[config.mk]
export PLATFORM = sky130hd
export DESIGN_NAME = roc_top
export DESIGN_NICKNAME = d
export VERILOG_FILES = /design/src/roc_pkg.sv /design/src/roc_top.sv /design/src/roc_ctrl.sv /design/src/roc_line_store.sv /design/src/roc_flush_counter.sv /design/src/roc_region_select.sv
export SDC_FILE = /design/constraint.sdc
export NUM_CORES = 1
export LEC_CHECK = 0
export ABC_AREA = 1
export BUFFER_PORTS_ARGS = -buffer_cell sky130_fd_sc_hd__buf_2
export CAP_MARGIN = 20
export CORE_AREA = 10 10 381 383
export DETAILED_ROUTE_END_ITERATION = 6
export DIE_AREA = 0 0 391 393
export REMOVE_ABC_BUFFERS = 1
export SLEW_MARGIN = 5
export SYNTH_ARGS = -nofsm -noshare
export SYNTH_HDL_FRONTEND = slang
export SYNTH_SLANG_ARGS = --single-unit
[constraint.sdc]
create_clock -name clk_i -period 5.8 [get_ports clk_i]
set_input_delay 0.58 -clock clk_i [delete_from_list [all_inputs] [get_ports clk_i]]
set_output_delay 0.58 -clock clk_i [all_outputs]
set_load 0.1 [all_outputs]
[src/roc_pkg.sv]
// --------------------------------------------------
// Read-only cache shared definitions
// Address and word widths, vector types and the
// controller state encoding
// --------------------------------------------------

`default_nettype none

package roc_pkg;

  // Byte address and data word widths
  localparam int unsigned addr_width = 32;
  localparam int unsigned word_width = 32;

  // Address bits below word granularity, ignored for indexing
  localparam int unsigned byte_offset_bits = 2;

  // Byte address
  typedef logic [addr_width-1:0] addr_t;

  // One data word, which is also one cache line
  typedef logic [word_width-1:0] word_t;

  // Controller sequencing states
  typedef enum logic [2:0] {
    st_idle,
    st_lookup,
    st_refill,
    st_bypass,
    st_respond,
    st_flush
  } ctrl_state_e;

endpackage : roc_pkg

`default_nettype wire
[src/roc_top.sv]
// --------------------------------------------------
// Read-only line cache, top level
// Direct-mapped cache between a requester and a word
// memory, with a runtime cacheable region and flush
// --------------------------------------------------

`default_nettype none

module roc_top #(
  parameter int unsigned line_count = 16
) (
  input  logic           clk_i,
  input  logic           reset_i,
  input  logic           enable_i,
  input  roc_pkg::addr_t start_addr_i,
  input  roc_pkg::addr_t end_addr_i,
  input  logic           req_i,
  input  roc_pkg::addr_t req_addr_i,
  input  logic           req_lock_i,
  output logic           ready_o,
  output logic           rsp_valid_o,
  output roc_pkg::word_t rsp_data_o,
  output logic           rsp_error_o,
  input  logic           flush_i,
  output logic           mem_req_o,
  output roc_pkg::addr_t mem_addr_o,
  input  logic           mem_rvalid_i,
  input  roc_pkg::word_t mem_rdata_i,
  input  logic           mem_err_i
);

  import roc_pkg::*;

  localparam int unsigned index_bits = $clog2(line_count);

  logic                  cacheable;
  addr_t                 lookup_addr;
  logic                  hit;
  word_t                 line_data;
  logic                  line_error;
  logic                  fill;
  logic                  flush_start;
  logic                  flush_step;
  logic                  flush_last;
  logic                  clear;
  logic [index_bits-1:0] clear_index;

  roc_region_select i_region_select (
    .enable_i     ( enable_i     ),
    .req_addr_i   ( req_addr_i   ),
    .req_lock_i   ( req_lock_i   ),
    .start_addr_i ( start_addr_i ),
    .end_addr_i   ( end_addr_i   ),
    .cacheable_o  ( cacheable    )
  );

  roc_flush_counter #(
    .line_count ( line_count )
  ) i_flush_counter (
    .clk_i   ( clk_i       ),
    .reset_i ( reset_i     ),
    .start_i ( flush_start ),
    .step_i  ( flush_step  ),
    .index_o ( clear_index ),
    .last_o  ( flush_last  )
  );

  // Refill writes the line at the address being looked up
  roc_line_store #(
    .line_count ( line_count )
  ) i_line_store (
    .clk_i         ( clk_i       ),
    .reset_i       ( reset_i     ),
    .lookup_addr_i ( lookup_addr ),
    .hit_o         ( hit         ),
    .data_o        ( line_data   ),
    .error_o       ( line_error  ),
    .fill_i        ( fill        ),
    .fill_addr_i   ( lookup_addr ),
    .fill_data_i   ( mem_rdata_i ),
    .fill_error_i  ( mem_err_i   ),
    .clear_i       ( clear       ),
    .clear_index_i ( clear_index )
  );

  roc_ctrl i_ctrl (
    .clk_i         ( clk_i        ),
    .reset_i       ( reset_i      ),
    .req_i         ( req_i        ),
    .req_addr_i    ( req_addr_i   ),
    .cacheable_i   ( cacheable    ),
    .flush_i       ( flush_i      ),
    .ready_o       ( ready_o      ),
    .lookup_addr_o ( lookup_addr  ),
    .hit_i         ( hit          ),
    .line_data_i   ( line_data    ),
    .line_error_i  ( line_error   ),
    .fill_o        ( fill         ),
    .flush_start_o ( flush_start  ),
    .flush_step_o  ( flush_step   ),
    .flush_last_i  ( flush_last   ),
    .clear_o       ( clear        ),
    .mem_req_o     ( mem_req_o    ),
    .mem_addr_o    ( mem_addr_o   ),
    .mem_rvalid_i  ( mem_rvalid_i ),
    .mem_rdata_i   ( mem_rdata_i  ),
    .mem_err_i     ( mem_err_i    ),
    .rsp_valid_o   ( rsp_valid_o  ),
    .rsp_data_o    ( rsp_data_o   ),
    .rsp_error_o   ( rsp_error_o  )
  );

endmodule : roc_top

`default_nettype wire

[src/roc_ctrl.sv]
// --------------------------------------------------
// Cache controller
// Accepts one read at a time, then sequences lookup,
// refill or bypass and the response pulse, and runs
// the flush sweep over all lines
// --------------------------------------------------

`default_nettype none

module roc_ctrl (
  input  logic           clk_i,
  input  logic           reset_i,
  input  logic           req_i,
  input  roc_pkg::addr_t req_addr_i,
  input  logic           cacheable_i,
  input  logic           flush_i,
  output logic           ready_o,
  output roc_pkg::addr_t lookup_addr_o,
  input  logic           hit_i,
  input  roc_pkg::word_t line_data_i,
  input  logic           line_error_i,
  output logic           fill_o,
  output logic           flush_start_o,
  output logic           flush_step_o,
  input  logic           flush_last_i,
  output logic           clear_o,
  output logic           mem_req_o,
  output roc_pkg::addr_t mem_addr_o,
  input  logic           mem_rvalid_i,
  input  roc_pkg::word_t mem_rdata_i,
  input  logic           mem_err_i,
  output logic           rsp_valid_o,
  output roc_pkg::word_t rsp_data_o,
  output logic           rsp_error_o
);

  import roc_pkg::*;

  ctrl_state_e state_q, state_d;

  addr_t addr_q;
  word_t rsp_data_q;
  logic  rsp_error_q;
  logic  mem_req_q;

  logic accept;
  logic mem_return;
  logic lookup_hit;

  // Flush wins over a read in the same cycle
  assign accept     = (state_q == st_idle) && req_i && !flush_i;
  assign mem_return = ((state_q == st_refill) || (state_q == st_bypass)) && mem_rvalid_i;
  assign lookup_hit = (state_q == st_lookup) && hit_i;

  // --------------------------------------------------
  // Next state
  // --------------------------------------------------
  always_comb begin
    state_d = state_q;
    case (state_q)
      st_idle: begin
        if (flush_i) begin
          state_d = st_flush;
        end else if (req_i) begin
          state_d = cacheable_i ? st_lookup : st_bypass;
        end
      end
      st_lookup:  state_d = hit_i ? st_respond : st_refill;
      st_refill,
      st_bypass: begin
        if (mem_rvalid_i) begin
          state_d = st_respond;
        end
      end
      st_respond: state_d = st_idle;
      st_flush: begin
        if (flush_last_i) begin
          state_d = st_idle;
        end
      end
      default:    state_d = st_idle;
    endcase
  end

  always_ff @(posedge clk_i) begin
    if (reset_i) begin
      state_q   <= st_idle;
      mem_req_q <= 1'b0;
    end else begin
      state_q   <= state_d;
      // One memory strobe on entry to refill or bypass
      mem_req_q <= (accept && !cacheable_i) || ((state_q == st_lookup) && !hit_i);
    end
  end

  // --------------------------------------------------
  // Request address and response payload
  // --------------------------------------------------
  always_ff @(posedge clk_i) begin
    if (accept) begin
      addr_q <= {req_addr_i[addr_width-1:byte_offset_bits], {byte_offset_bits{1'b0}}};
    end
    if (lookup_hit) begin
      rsp_data_q  <= line_data_i;
      rsp_error_q <= line_error_i;
    end else if (mem_return) begin
      rsp_data_q  <= mem_rdata_i;
      rsp_error_q <= mem_err_i;
    end
  end

  assign ready_o       = (state_q == st_idle);
  assign lookup_addr_o = addr_q;
  assign mem_addr_o    = addr_q;
  assign mem_req_o     = mem_req_q;

  // Line written as the refill data comes back
  assign fill_o = (state_q == st_refill) && mem_rvalid_i;

  // Flush sweep strobes
  assign flush_start_o = (state_q == st_idle) && flush_i;
  assign flush_step_o  = (state_q == st_flush);
  assign clear_o       = (state_q == st_flush);

  assign rsp_valid_o = (state_q == st_respond);
  assign rsp_data_o  = rsp_data_q;
  assign rsp_error_o = rsp_error_q;

endmodule : roc_ctrl

`default_nettype wire

[src/roc_line_store.sv]
// --------------------------------------------------
// Line store
// Direct-mapped valid, error, tag and data arrays,
// one word per line, with a combinational lookup,
// a fill port and a per-index clear port
// --------------------------------------------------

`default_nettype none

module roc_line_store #(
  parameter int unsigned line_count = 16
) (
  input  logic                          clk_i,
  input  logic                          reset_i,
  input  roc_pkg::addr_t                lookup_addr_i,
  output logic                          hit_o,
  output roc_pkg::word_t                data_o,
  output logic                          error_o,
  input  logic                          fill_i,
  input  roc_pkg::addr_t                fill_addr_i,
  input  roc_pkg::word_t                fill_data_i,
  input  logic                          fill_error_i,
  input  logic                          clear_i,
  input  logic [$clog2(line_count)-1:0] clear_index_i
);

  import roc_pkg::*;

  localparam int unsigned index_bits = $clog2(line_count);
  localparam int unsigned tag_bits   = addr_width - byte_offset_bits - index_bits;

  typedef logic [index_bits-1:0] index_t;
  typedef logic [tag_bits-1:0]   tag_t;

  logic [line_count-1:0] valid_q;
  logic [line_count-1:0] error_q;
  tag_t                  tag_q  [line_count];
  word_t                 data_q [line_count];

  index_t lookup_index;
  tag_t   lookup_tag;
  index_t fill_index;
  tag_t   fill_tag;

  // Address split above the byte offset
  assign lookup_index = lookup_addr_i[byte_offset_bits +: index_bits];
  assign lookup_tag   = lookup_addr_i[addr_width-1 -: tag_bits];
  assign fill_index   = fill_addr_i[byte_offset_bits +: index_bits];
  assign fill_tag     = fill_addr_i[addr_width-1 -: tag_bits];

  // Valid bits
  always_ff @(posedge clk_i) begin
    if (reset_i) begin
      valid_q <= '0;
    end else if (clear_i) begin
      valid_q[clear_index_i] <= 1'b0;
    end else if (fill_i) begin
      valid_q[fill_index] <= 1'b1;
    end
  end

  // Line contents and the refill error of each line
  always_ff @(posedge clk_i) begin
    if (fill_i) begin
      error_q[fill_index] <= fill_error_i;
      tag_q[fill_index]   <= fill_tag;
      data_q[fill_index]  <= fill_data_i;
    end
  end

  assign hit_o   = valid_q[lookup_index] && (tag_q[lookup_index] == lookup_tag);
  assign data_o  = data_q[lookup_index];
  assign error_o = error_q[lookup_index];

endmodule : roc_line_store

`default_nettype wire

[src/roc_flush_counter.sv]
// --------------------------------------------------
// Flush counter
// Walks the line indices one per step during a flush
// and flags the final index
// --------------------------------------------------

`default_nettype none

module roc_flush_counter #(
  parameter int unsigned line_count = 16
) (
  input  logic                          clk_i,
  input  logic                          reset_i,
  input  logic                          start_i,
  input  logic                          step_i,
  output logic [$clog2(line_count)-1:0] index_o,
  output logic                          last_o
);

  localparam int unsigned index_bits = $clog2(line_count);

  logic [index_bits-1:0] index_q;

  always_ff @(posedge clk_i) begin
    if (reset_i) begin
      index_q <= '0;
    end else if (start_i) begin
      index_q <= '0;
    end else if (step_i) begin
      index_q <= index_q + 1'b1;
    end
  end

  assign index_o = index_q;
  assign last_o  = (index_q == index_bits'(line_count - 1));

endmodule : roc_flush_counter

`default_nettype wire

[src/roc_region_select.sv]
// --------------------------------------------------
// Region select
// Marks a read as cacheable when the cache is on, the
// access is not locked and the address falls inside
// the half-open region [start, end)
// --------------------------------------------------

`default_nettype none

module roc_region_select (
  input  logic          enable_i,
  input  roc_pkg::addr_t req_addr_i,
  input  logic          req_lock_i,
  input  roc_pkg::addr_t start_addr_i,
  input  roc_pkg::addr_t end_addr_i,
  output logic          cacheable_o
);

  logic in_region;

  // End address is exclusive
  assign in_region = (req_addr_i >= start_addr_i) && (req_addr_i < end_addr_i);

  always_comb begin
    cacheable_o = in_region;
    // Atomic accesses always go to memory
    if (req_lock_i) begin
      cacheable_o = 1'b0;
    end
    // Cache disabled
    if (!enable_i) begin
      cacheable_o = 1'b0;
    end
  end

endmodule : roc_region_select

`default_nettype wire

# == Yosys cells after proc, flatten, opt, wreduce, memory -nomap -nowiden ==
# Memory sizes are Yosys's and may differ from the RTL's. A register that Yosys moved wholly into a read port is not among the register bits.
# Cells that the tools add are included.
# op_classes
n_bitwise,3
n_addsub,1
order_cmp,6
n_eq_ne,10
mux,28
reduce_logical,23
# ops
operator,count
2-to-1 mux 32 bit,2
greater-or-equal comparator 32 bit,1
< comparator 32 bit,1
2-to-1 mux 16 bit,2
== test 26 bit,1
AND 16 bit,1
bitwise mux 16 bit,1
NOT 16 bit,1
OR 16 bit,1
2-to-1 mux 3 bit,5
logical AND 1 bit,12
case mux 3 bit (4 select lines),1
< comparator 4 x 5 -> 1 bit (second input constant),2
2-to-1 mux 1 bit,10
binary-select mux 1 bit (select 4 bit),2
demux 1 bit (select 4 bit),2
greater-or-equal comparator 4 x 1 -> 1 bit (second input constant),2
2-to-1 mux 4 bit,2
== test 3 x 2 -> 1 bit (second input constant),2
== test 3 bit (second input constant),2
adder 4 x 1 -> 4 bit (second input constant),1
== test 4 bit (second input constant),1
inequality test 2 bit (second input constant),2
nonzero test 2 bit,2
other kinds (8),12
# word_totals
inputBits,136
mem_bits_rw,928
memories,2
wordCells,81
output_inout_bits,68
reg_bits,103
# mem_list
memory,depth,word_bits,rd,rd_clocked_by_memory_dff,wr,line_no,text
i_line_store.data_q,16,32,1,1,1,roc_line_store.sv:38,word_t data_q [line_count];
i_line_store.tag_q,16,26,1,1,1,roc_line_store.sv:37,tag_t tag_q [line_count];

# == Longest topological paths before layout ==
# Gate-level depths: netlist of run 1.
# depth
word_depth,8
ltp_mapped,23
mapped_depth_nobuf,18

# == Hierarchy ==
# A second synthesis of run 1 with hierarchy kept.
# hier_totals
cells_unflattened,3666
area_unflattened_um2,43802.0
# modules_own_cells
mod,seq_area_each_um2,cells_each,instances,area_each_um2
roc_line_store,28667.5,3198,1,39022.4
roc_ctrl,1971.9,178,1,2944.1
roc_region_select,0.0,267,1,1662.8
roc_flush_counter,80.1,23,1,172.7

# == Least setup slack after synthesis of run 1 ==
# Ideal clock, no wire load.
# synth_timing
kind,register -> register
start,reg i_ctrl.addr_q[2] (netlist: i_ctrl.lookup_addr_o[2])
end,mem i_line_store.data_q[5][0] (netlist bit) (enable)
t_arrival_ns,5.787
setup_time_ns,0.548
synth_period_minus_slack_ns,6.335
path_stages_with_launch,6
slack_ns,-0.535
cell_sequence,edfxtp_1 -> buf_2 -> inv_1 -> nor2_2 -> inv_1 -> nor3_1
# synth_rtl
item,line_no,text
from (decl),roc_ctrl.sv:41,addr_t addr_q;
from (signal assigned),roc_ctrl.sv:101,"addr_q <= {req_addr_i[addr_width-1:byte_offset_bits], {byte_offset_bits{1'b0}}};"
to (decl),roc_line_store.sv:38,
# No word-level cell before the write port.

==> results of run 1 <==
-- report_power, final --
group	total [mW]	switching (mW)	internal [mW]
Combinational	4.12	3.03	1.09
Clock	6.41	2.76	3.65
Sequential	8.67	0.229	8.44
Total	19.2	6.02	13.2
-- metrics by stage --
step                       TNS, ps  hold slack, ps  total power, mW
after detailed placement         0             470             12.9
after CTS                        0            89.1             19.3
after global placement           0             454             12.9
final                            0             131             19.2
after floorplan           -1189720             437             11.7
after global routing             0             111             20.0
-- registers in the layout, indices dropped and copies added, names as in the netlist, named ones only --
signal                   flops
i_line_store.data_q        512
i_ctrl.rsp_data_o           32
i_line_store.valid_q        16
i_ctrl.mem_req_o             1
i_ctrl.lookup_addr_o        30
i_flush_counter.index_o      4
i_line_store.tag_q         416
i_ctrl.rsp_error_o           1
i_ctrl.state_q               3
i_line_store.error_q        16
-- path summary, 6_finish.rpt --
path                                  from                  endpoint  cells after the start
setup / recovery                      flop     i_ctrl.rsp_data_o[11]                     18
hold / removal              req_addr_i[19]  i_ctrl.lookup_addr_o[19]                      1
setup reg to reg                      flop     i_ctrl.rsp_data_o[11]                     18
hold reg to reg   i_line_store.valid_q[15]  i_line_store.valid_q[15]                      2
-- layer usage --
metal	track usage	routed length, um	vias up
met4	0.0424	2770	0
met5	0	0	-
met1	0.206	52900	14000
met3	0.0252	8220	166
li1	-	-	13500
met2	0.257	58600	1025
-- critical path, stage by stage, from the launching register on --
cell,delay [ps]
dfxtp_4,460
inv_8,680
buf_4,440
nor2_1,80
o21ai_0,80
nand3_1,90
nand3_1,130
nand2_1,60
nand2_1,60
nand2_1,150
nand2_1,190
nor2_1,70
nand2_1,50
nor2_1,60
nand3_4,80
buf_4,710
nand2_1,170
o21ai_1,140
inv_1,50
-- logic make-up (layout without fill, tap and decap cells) --
| group | count (synthesis) | count (layout) |
|---|---|---|
| simple gates | 1366 | 1366 |
| flops | 1035 | 1035 |
| compound gates | 722 | 722 |
| buf+inv | 538 | 762 |
| fa+ha+maj | 67 | 67 |
| other cells | 1 | 6 |
-- cells in the final DEF (no fill, tap or decap), types with 18 or more instances in the layout --
master,instances
o211ai_1,26
nand3_1,232
edfxtp_1,1007
nand2_1,640
clkinv_2,18
buf_2,201
o21ai_0,388
ha_1,67
o21ai_1,57
nor2_1,447
o221a_2,19
buf_4,31
clkinv_1,19
clkbuf_16,104
dfxtp_1,24
clkbuf_1,26
o221ai_1,46
o22ai_1,96
a21oi_1,49
inv_1,326
-- final cells by class --
| type | instances | area, um2 |
|---|---|---|
| Antenna cell | 4 | 10.0 |
| Clock buffer | 135 | 2770 |
| Clock inverter | 48 | 428 |
| Fill cell | 13300 | 87400 |
| Inverter | 331 | 1270 |
| Multi-Input combinational cell | 2157 | 10600 |
| Sequential cell | 1035 | 30800 |
| Tap cell | 1794 | 2240 |
| Timing Repair Buffer | 248 | 1570 |
==> flow_summary.yaml, run 1 <==
logic_synthesis:
  synth_cell_types: 39
  synthArstFlopShare: 0
  synth_compound_gate_area_share: 0.0961
  synth_top_family_by_area: "simple AND/OR/NAND/NOR gates"
  yosys.area.top_type: "edfxtp_1"
  synth-simple-area-share: 0.126
  synth_area_per_cell_um2: 11.7
  yosys_register_bits: 1035
  seq_area_frac_synth: 0.707
  yosys-top-cells-count: "edfxtp_1 (1007), nand2_1 (641), nor2_1 (448)"
  synthMuxAreaShare: 0
  yosysWarningCount: 0
  synth-adder-area-share: 0.0192
  synthCells: 3729
  synth_area_leaders: "edfxtp_1 (69%), nand2_1 (5.5%), o21ai_0 (4.5%)"
  ys.flop_type: "edfxtp_1"
  post-synth-top-count-cell: "edfxtp_1"
  syn_area_um2: 43600
  synth_xor_area_frac: 0
  synth_top_area_share: 0.694
  synth_edf_count: 1007
placed_design:
  post-place-ws_ps: 1660
  hpwl_mm: 63.3
  place_area_um2: 46500
  portBuffers: 201
  gp_congestion: 0.837
  place_inst: 5564
clock_tree:
  cts-root-buf: "clkbuf_16"
  h-tree-depth: 3
  cts-resized-gates: 0
  clk_latency_ps: 670
  clk_pin_slew_ps: 60
  ctsHoldBuffers: 0
  cts_buffers: 100
  clockBufferDepth: 3
  clkSinkCount: 1035
  cts_tree: "yes"
  cts_setup_buffers: 0
worst_setup_path:
  start_kind: "flop"
  crit_required_ps: 6220
  critPathArrivalTime_ps: 4530
  crit_path_max_fanout: 151
  endpoint_kind: "flop"
  path_class: "reg2reg"
  reg2reg_slack_ps: 1690
detailed_routing:
  postRouteAntennaNets: 0
  viasPerCell: 4.99
  drtPass1Iterations: 6
  vias: 28700
  routed_wl_mm: 122
  routedWlPerCell_um: 21.3
  drc: 0
  first_iter_violations: 2640
final_layout:
  nets: 4076
  syn2layout_area_growth_pct: 14.1
  final_core_util: 0.363
  final_cell_count_no_fill: 5752
  final_layout_size_suffix_gt1_frac: 0.110
  final_area_um2: 49700
power_and_ir_drop:
  power_density_nw_per_um2: 386
  vdd_drop_max_v: 0.000257
  p_leak_nw: 18.1
sta:
  max_slew.worst_pin.slew_ps: 1200
  finalCriticalPeriod_ps: 4110
  max_freq_mhz: 243
  grt_setup_unrepaired: "false"
  period_share: 0.709
  finalClockSkew_ps: 28.0
  hold_viol_final: 0
  fin_ws_ps: 1690
  relSlewSlack: 0.199
  report.final.slew_viol_count: 0
  setup_viol: 0
global_routing:
  grt.overflow.total: 0
  grt_pass1_wl_mm: 180
  grt_pass1_vias: 27500
  grt_use_total: 0.154
  grt_start_max_net_pins: 248
  antenna_found_initial: 11
floorplan:
  num_io_pins: 204
  design.die.area_um2: 154000
  fp.dieH_um: 393
  core_um2: 137000
  rows: 136
  die_w_um: 391
  initial_utilization: 0.318
worst_hold_path:
  hold_path_class: "in2reg"
flow_run:
  maxCapViolations: 0
outcome:
  outcome: "complete, no violations"
(Power assumes the default switching activity.)
==> inputs of run 2 (changes only) <==
==> constraint.sdc (replaced) <==
create_clock -name clk_i -period 3.9 [get_ports clk_i]
set_input_delay 0.39 -clock clk_i [delete_from_list [all_inputs] [get_ports clk_i]]
set_output_delay 0.39 -clock clk_i [all_outputs]
set_load 0.1 [all_outputs]
==> flow_summary.yaml, run 2 (synthesis gave the netlist of run 1 again) <==
outcome:
  outcome: "complete, no violations"
global_routing:
  grt_pass1_vias: 28500
  grt_pass1_wl_mm: 183
  antenna_found_initial: 8
  grt_use_total: 0.155
  grt.overflow.total: 0
  grt_start_max_net_pins: 95
floorplan:
  fp.dieH_um: 393
  rows: 136
  num_io_pins: 204
  initial_utilization: 0.318
  core_um2: 137000
  design.die.area_um2: 154000
  die_w_um: 391
power_and_ir_drop:
  vdd_drop_max_v: 0.000453
  power_density_nw_per_um2: 570
  p_leak_nw: 18.5
  finalPower_mw: 28.8
flow_run:
  maxCapViolations: 0
worst_setup_path:
  start_kind: "flop"
  critPathArrivalTime_ps: 3660
  rr_worst_depth: 18
  crit_path_max_fanout: 64
  path_class: "reg2reg"
  endpoint_kind: "flop"
  crit_required_ps: 4310
final_layout:
  nets: 4146
  largest_reg_flops: 512
  syn2layout_area_growth_pct: 16.0
  layout_common_cells: "edfxtp_1 (1007), nand2_1 (640), nor2_1 (447)"
  final_layout_size_suffix_gt1_frac: 0.121
  final_cell_count_no_fill: 5823
  final_common_cell: "edfxtp_1"
  largest_register: "i_line_store.data_q"
detailed_routing:
  vias: 29200
  viasPerCell: 5.01
  routed_wl_mm: 122
  top_layer: "met5"
  drtPass1Iterations: 6
  routedWlPerCell_um: 20.9
  route.met3.wl_mm: 7.85
  drc: 0
  first_iter_violations: 2668
  m1WireLength_mm: 53.3
  wl_met2_mm: 58.5
  postRouteAntennaNets: 0
sta:
  max_slew.worst_pin.slew_ps: 950
  period_share: 0.833
  hold_viol_final: 0
  fin_ws_ps: 653
  relSlewSlack: 0.367
  max_freq_mhz: 308
  grt_setup_unrepaired: "false"
  report.final.slew_viol_count: 0
  finalClockSkew_ps: 37.2
  holdWs_ps: 21.5
  setup_viol: 0
  finalCriticalPeriod_ps: 3250
placed_design:
  portBuffers: 201
  post-place-ws_ps: 685
  hpwl_mm: 68.5
  place_inst: 5608
  gp_congestion: 0.852
clock_tree:
  cts_buffers: 103
  clockBufferDepth: 3
  cts_tree: "yes"
  cts-resized-gates: 0
  clkSinkCount: 1035
  cts-root-buf: "clkbuf_16"
  clk_latency_ps: 690
  clk_pin_slew_ps: 60
  h-tree-depth: 3
worst_hold_path:
  whs_path_depth: 1
  hold_path_class: "in2reg"
==> run 2: cell count changes in the layout (fill, tap and decap cells not counted), sizes merged <==
cell / before / now
buf: 248 / 291
clkbuf: 135 / 123
clkinv: 41 / 50
clkinvlp: 1 / 7
diode: 4 / 1
dlygate4sd3: 0 / 24
inv: 330 / 334
==> run 2: worst paths after layout <==
path	start	endpoint	slack [ps]
setup reg to reg	flop	i_ctrl.rsp_data_o[2]	650
setup / recovery	flop	i_ctrl.rsp_data_o[2]	650
hold reg to reg	i_line_store.valid_q[15]	i_line_store.valid_q[15]	480
hold / removal	req_addr_i[15]	i_ctrl.lookup_addr_o[15]	20
==> run 2: what timing repair did <==
action	4_1_cts	5_1_grt
buffers inserted	0	0
hold buffers	24	0
hold endpoints to repair	25	0
==> run 2: area by class of cell <==
class	count	area, um2
fill	13200	86600
sequential	1035	30800
antenna	1	2.50
tap	1794	2240
multi-input combinational	2157	10600
clock inverter	67	569
timing repair buffer	315	2320
clock buffer	123	2700
inverter	331	1270
==> run 2: stage by stage <==
stage,setup TNS (ps),cell area [um2],utilization
finish,0,50600,0.369
global route,0,50600,0.369
CTS,0,50600,0.369
detailed placement,0,47000,0.343
global placement,0,47000,0.343
floorplan,-3035600,42600,-
==> run 2: layer usage <==
metal	GRT usage	vias up
li1	-	13600
met1	0.212	14300
met2	0.259	1071
met3	0.0219	179
met4	0.0377	2
met5	0	-
==> run 2: power by group <==
group          internal [mW]  switching (mW)  total (mW)
combinational           1.75            4.63        6.38
clock                   5.41            4.25        9.65
sequential              12.5           0.256        12.8
total                   19.7            9.13        28.8
==> run 2: worst max-delay path, cell delays in order, from the launching register on <==
cell,delay (ps)
dfxtp_4,410
clkinv_8,210
buf_4,370
nand2_1,90
nand2_1,70
nand2_1,50
nand3_1,110
nand3_1,100
nand2_1,90
nand2_1,50
nand2_1,150
nand2_1,150
nor2_1,140
nand2_1,60
nor2_1,200
nand3_4,180
buf_12,240
o21ai_0,190
inv_1,50
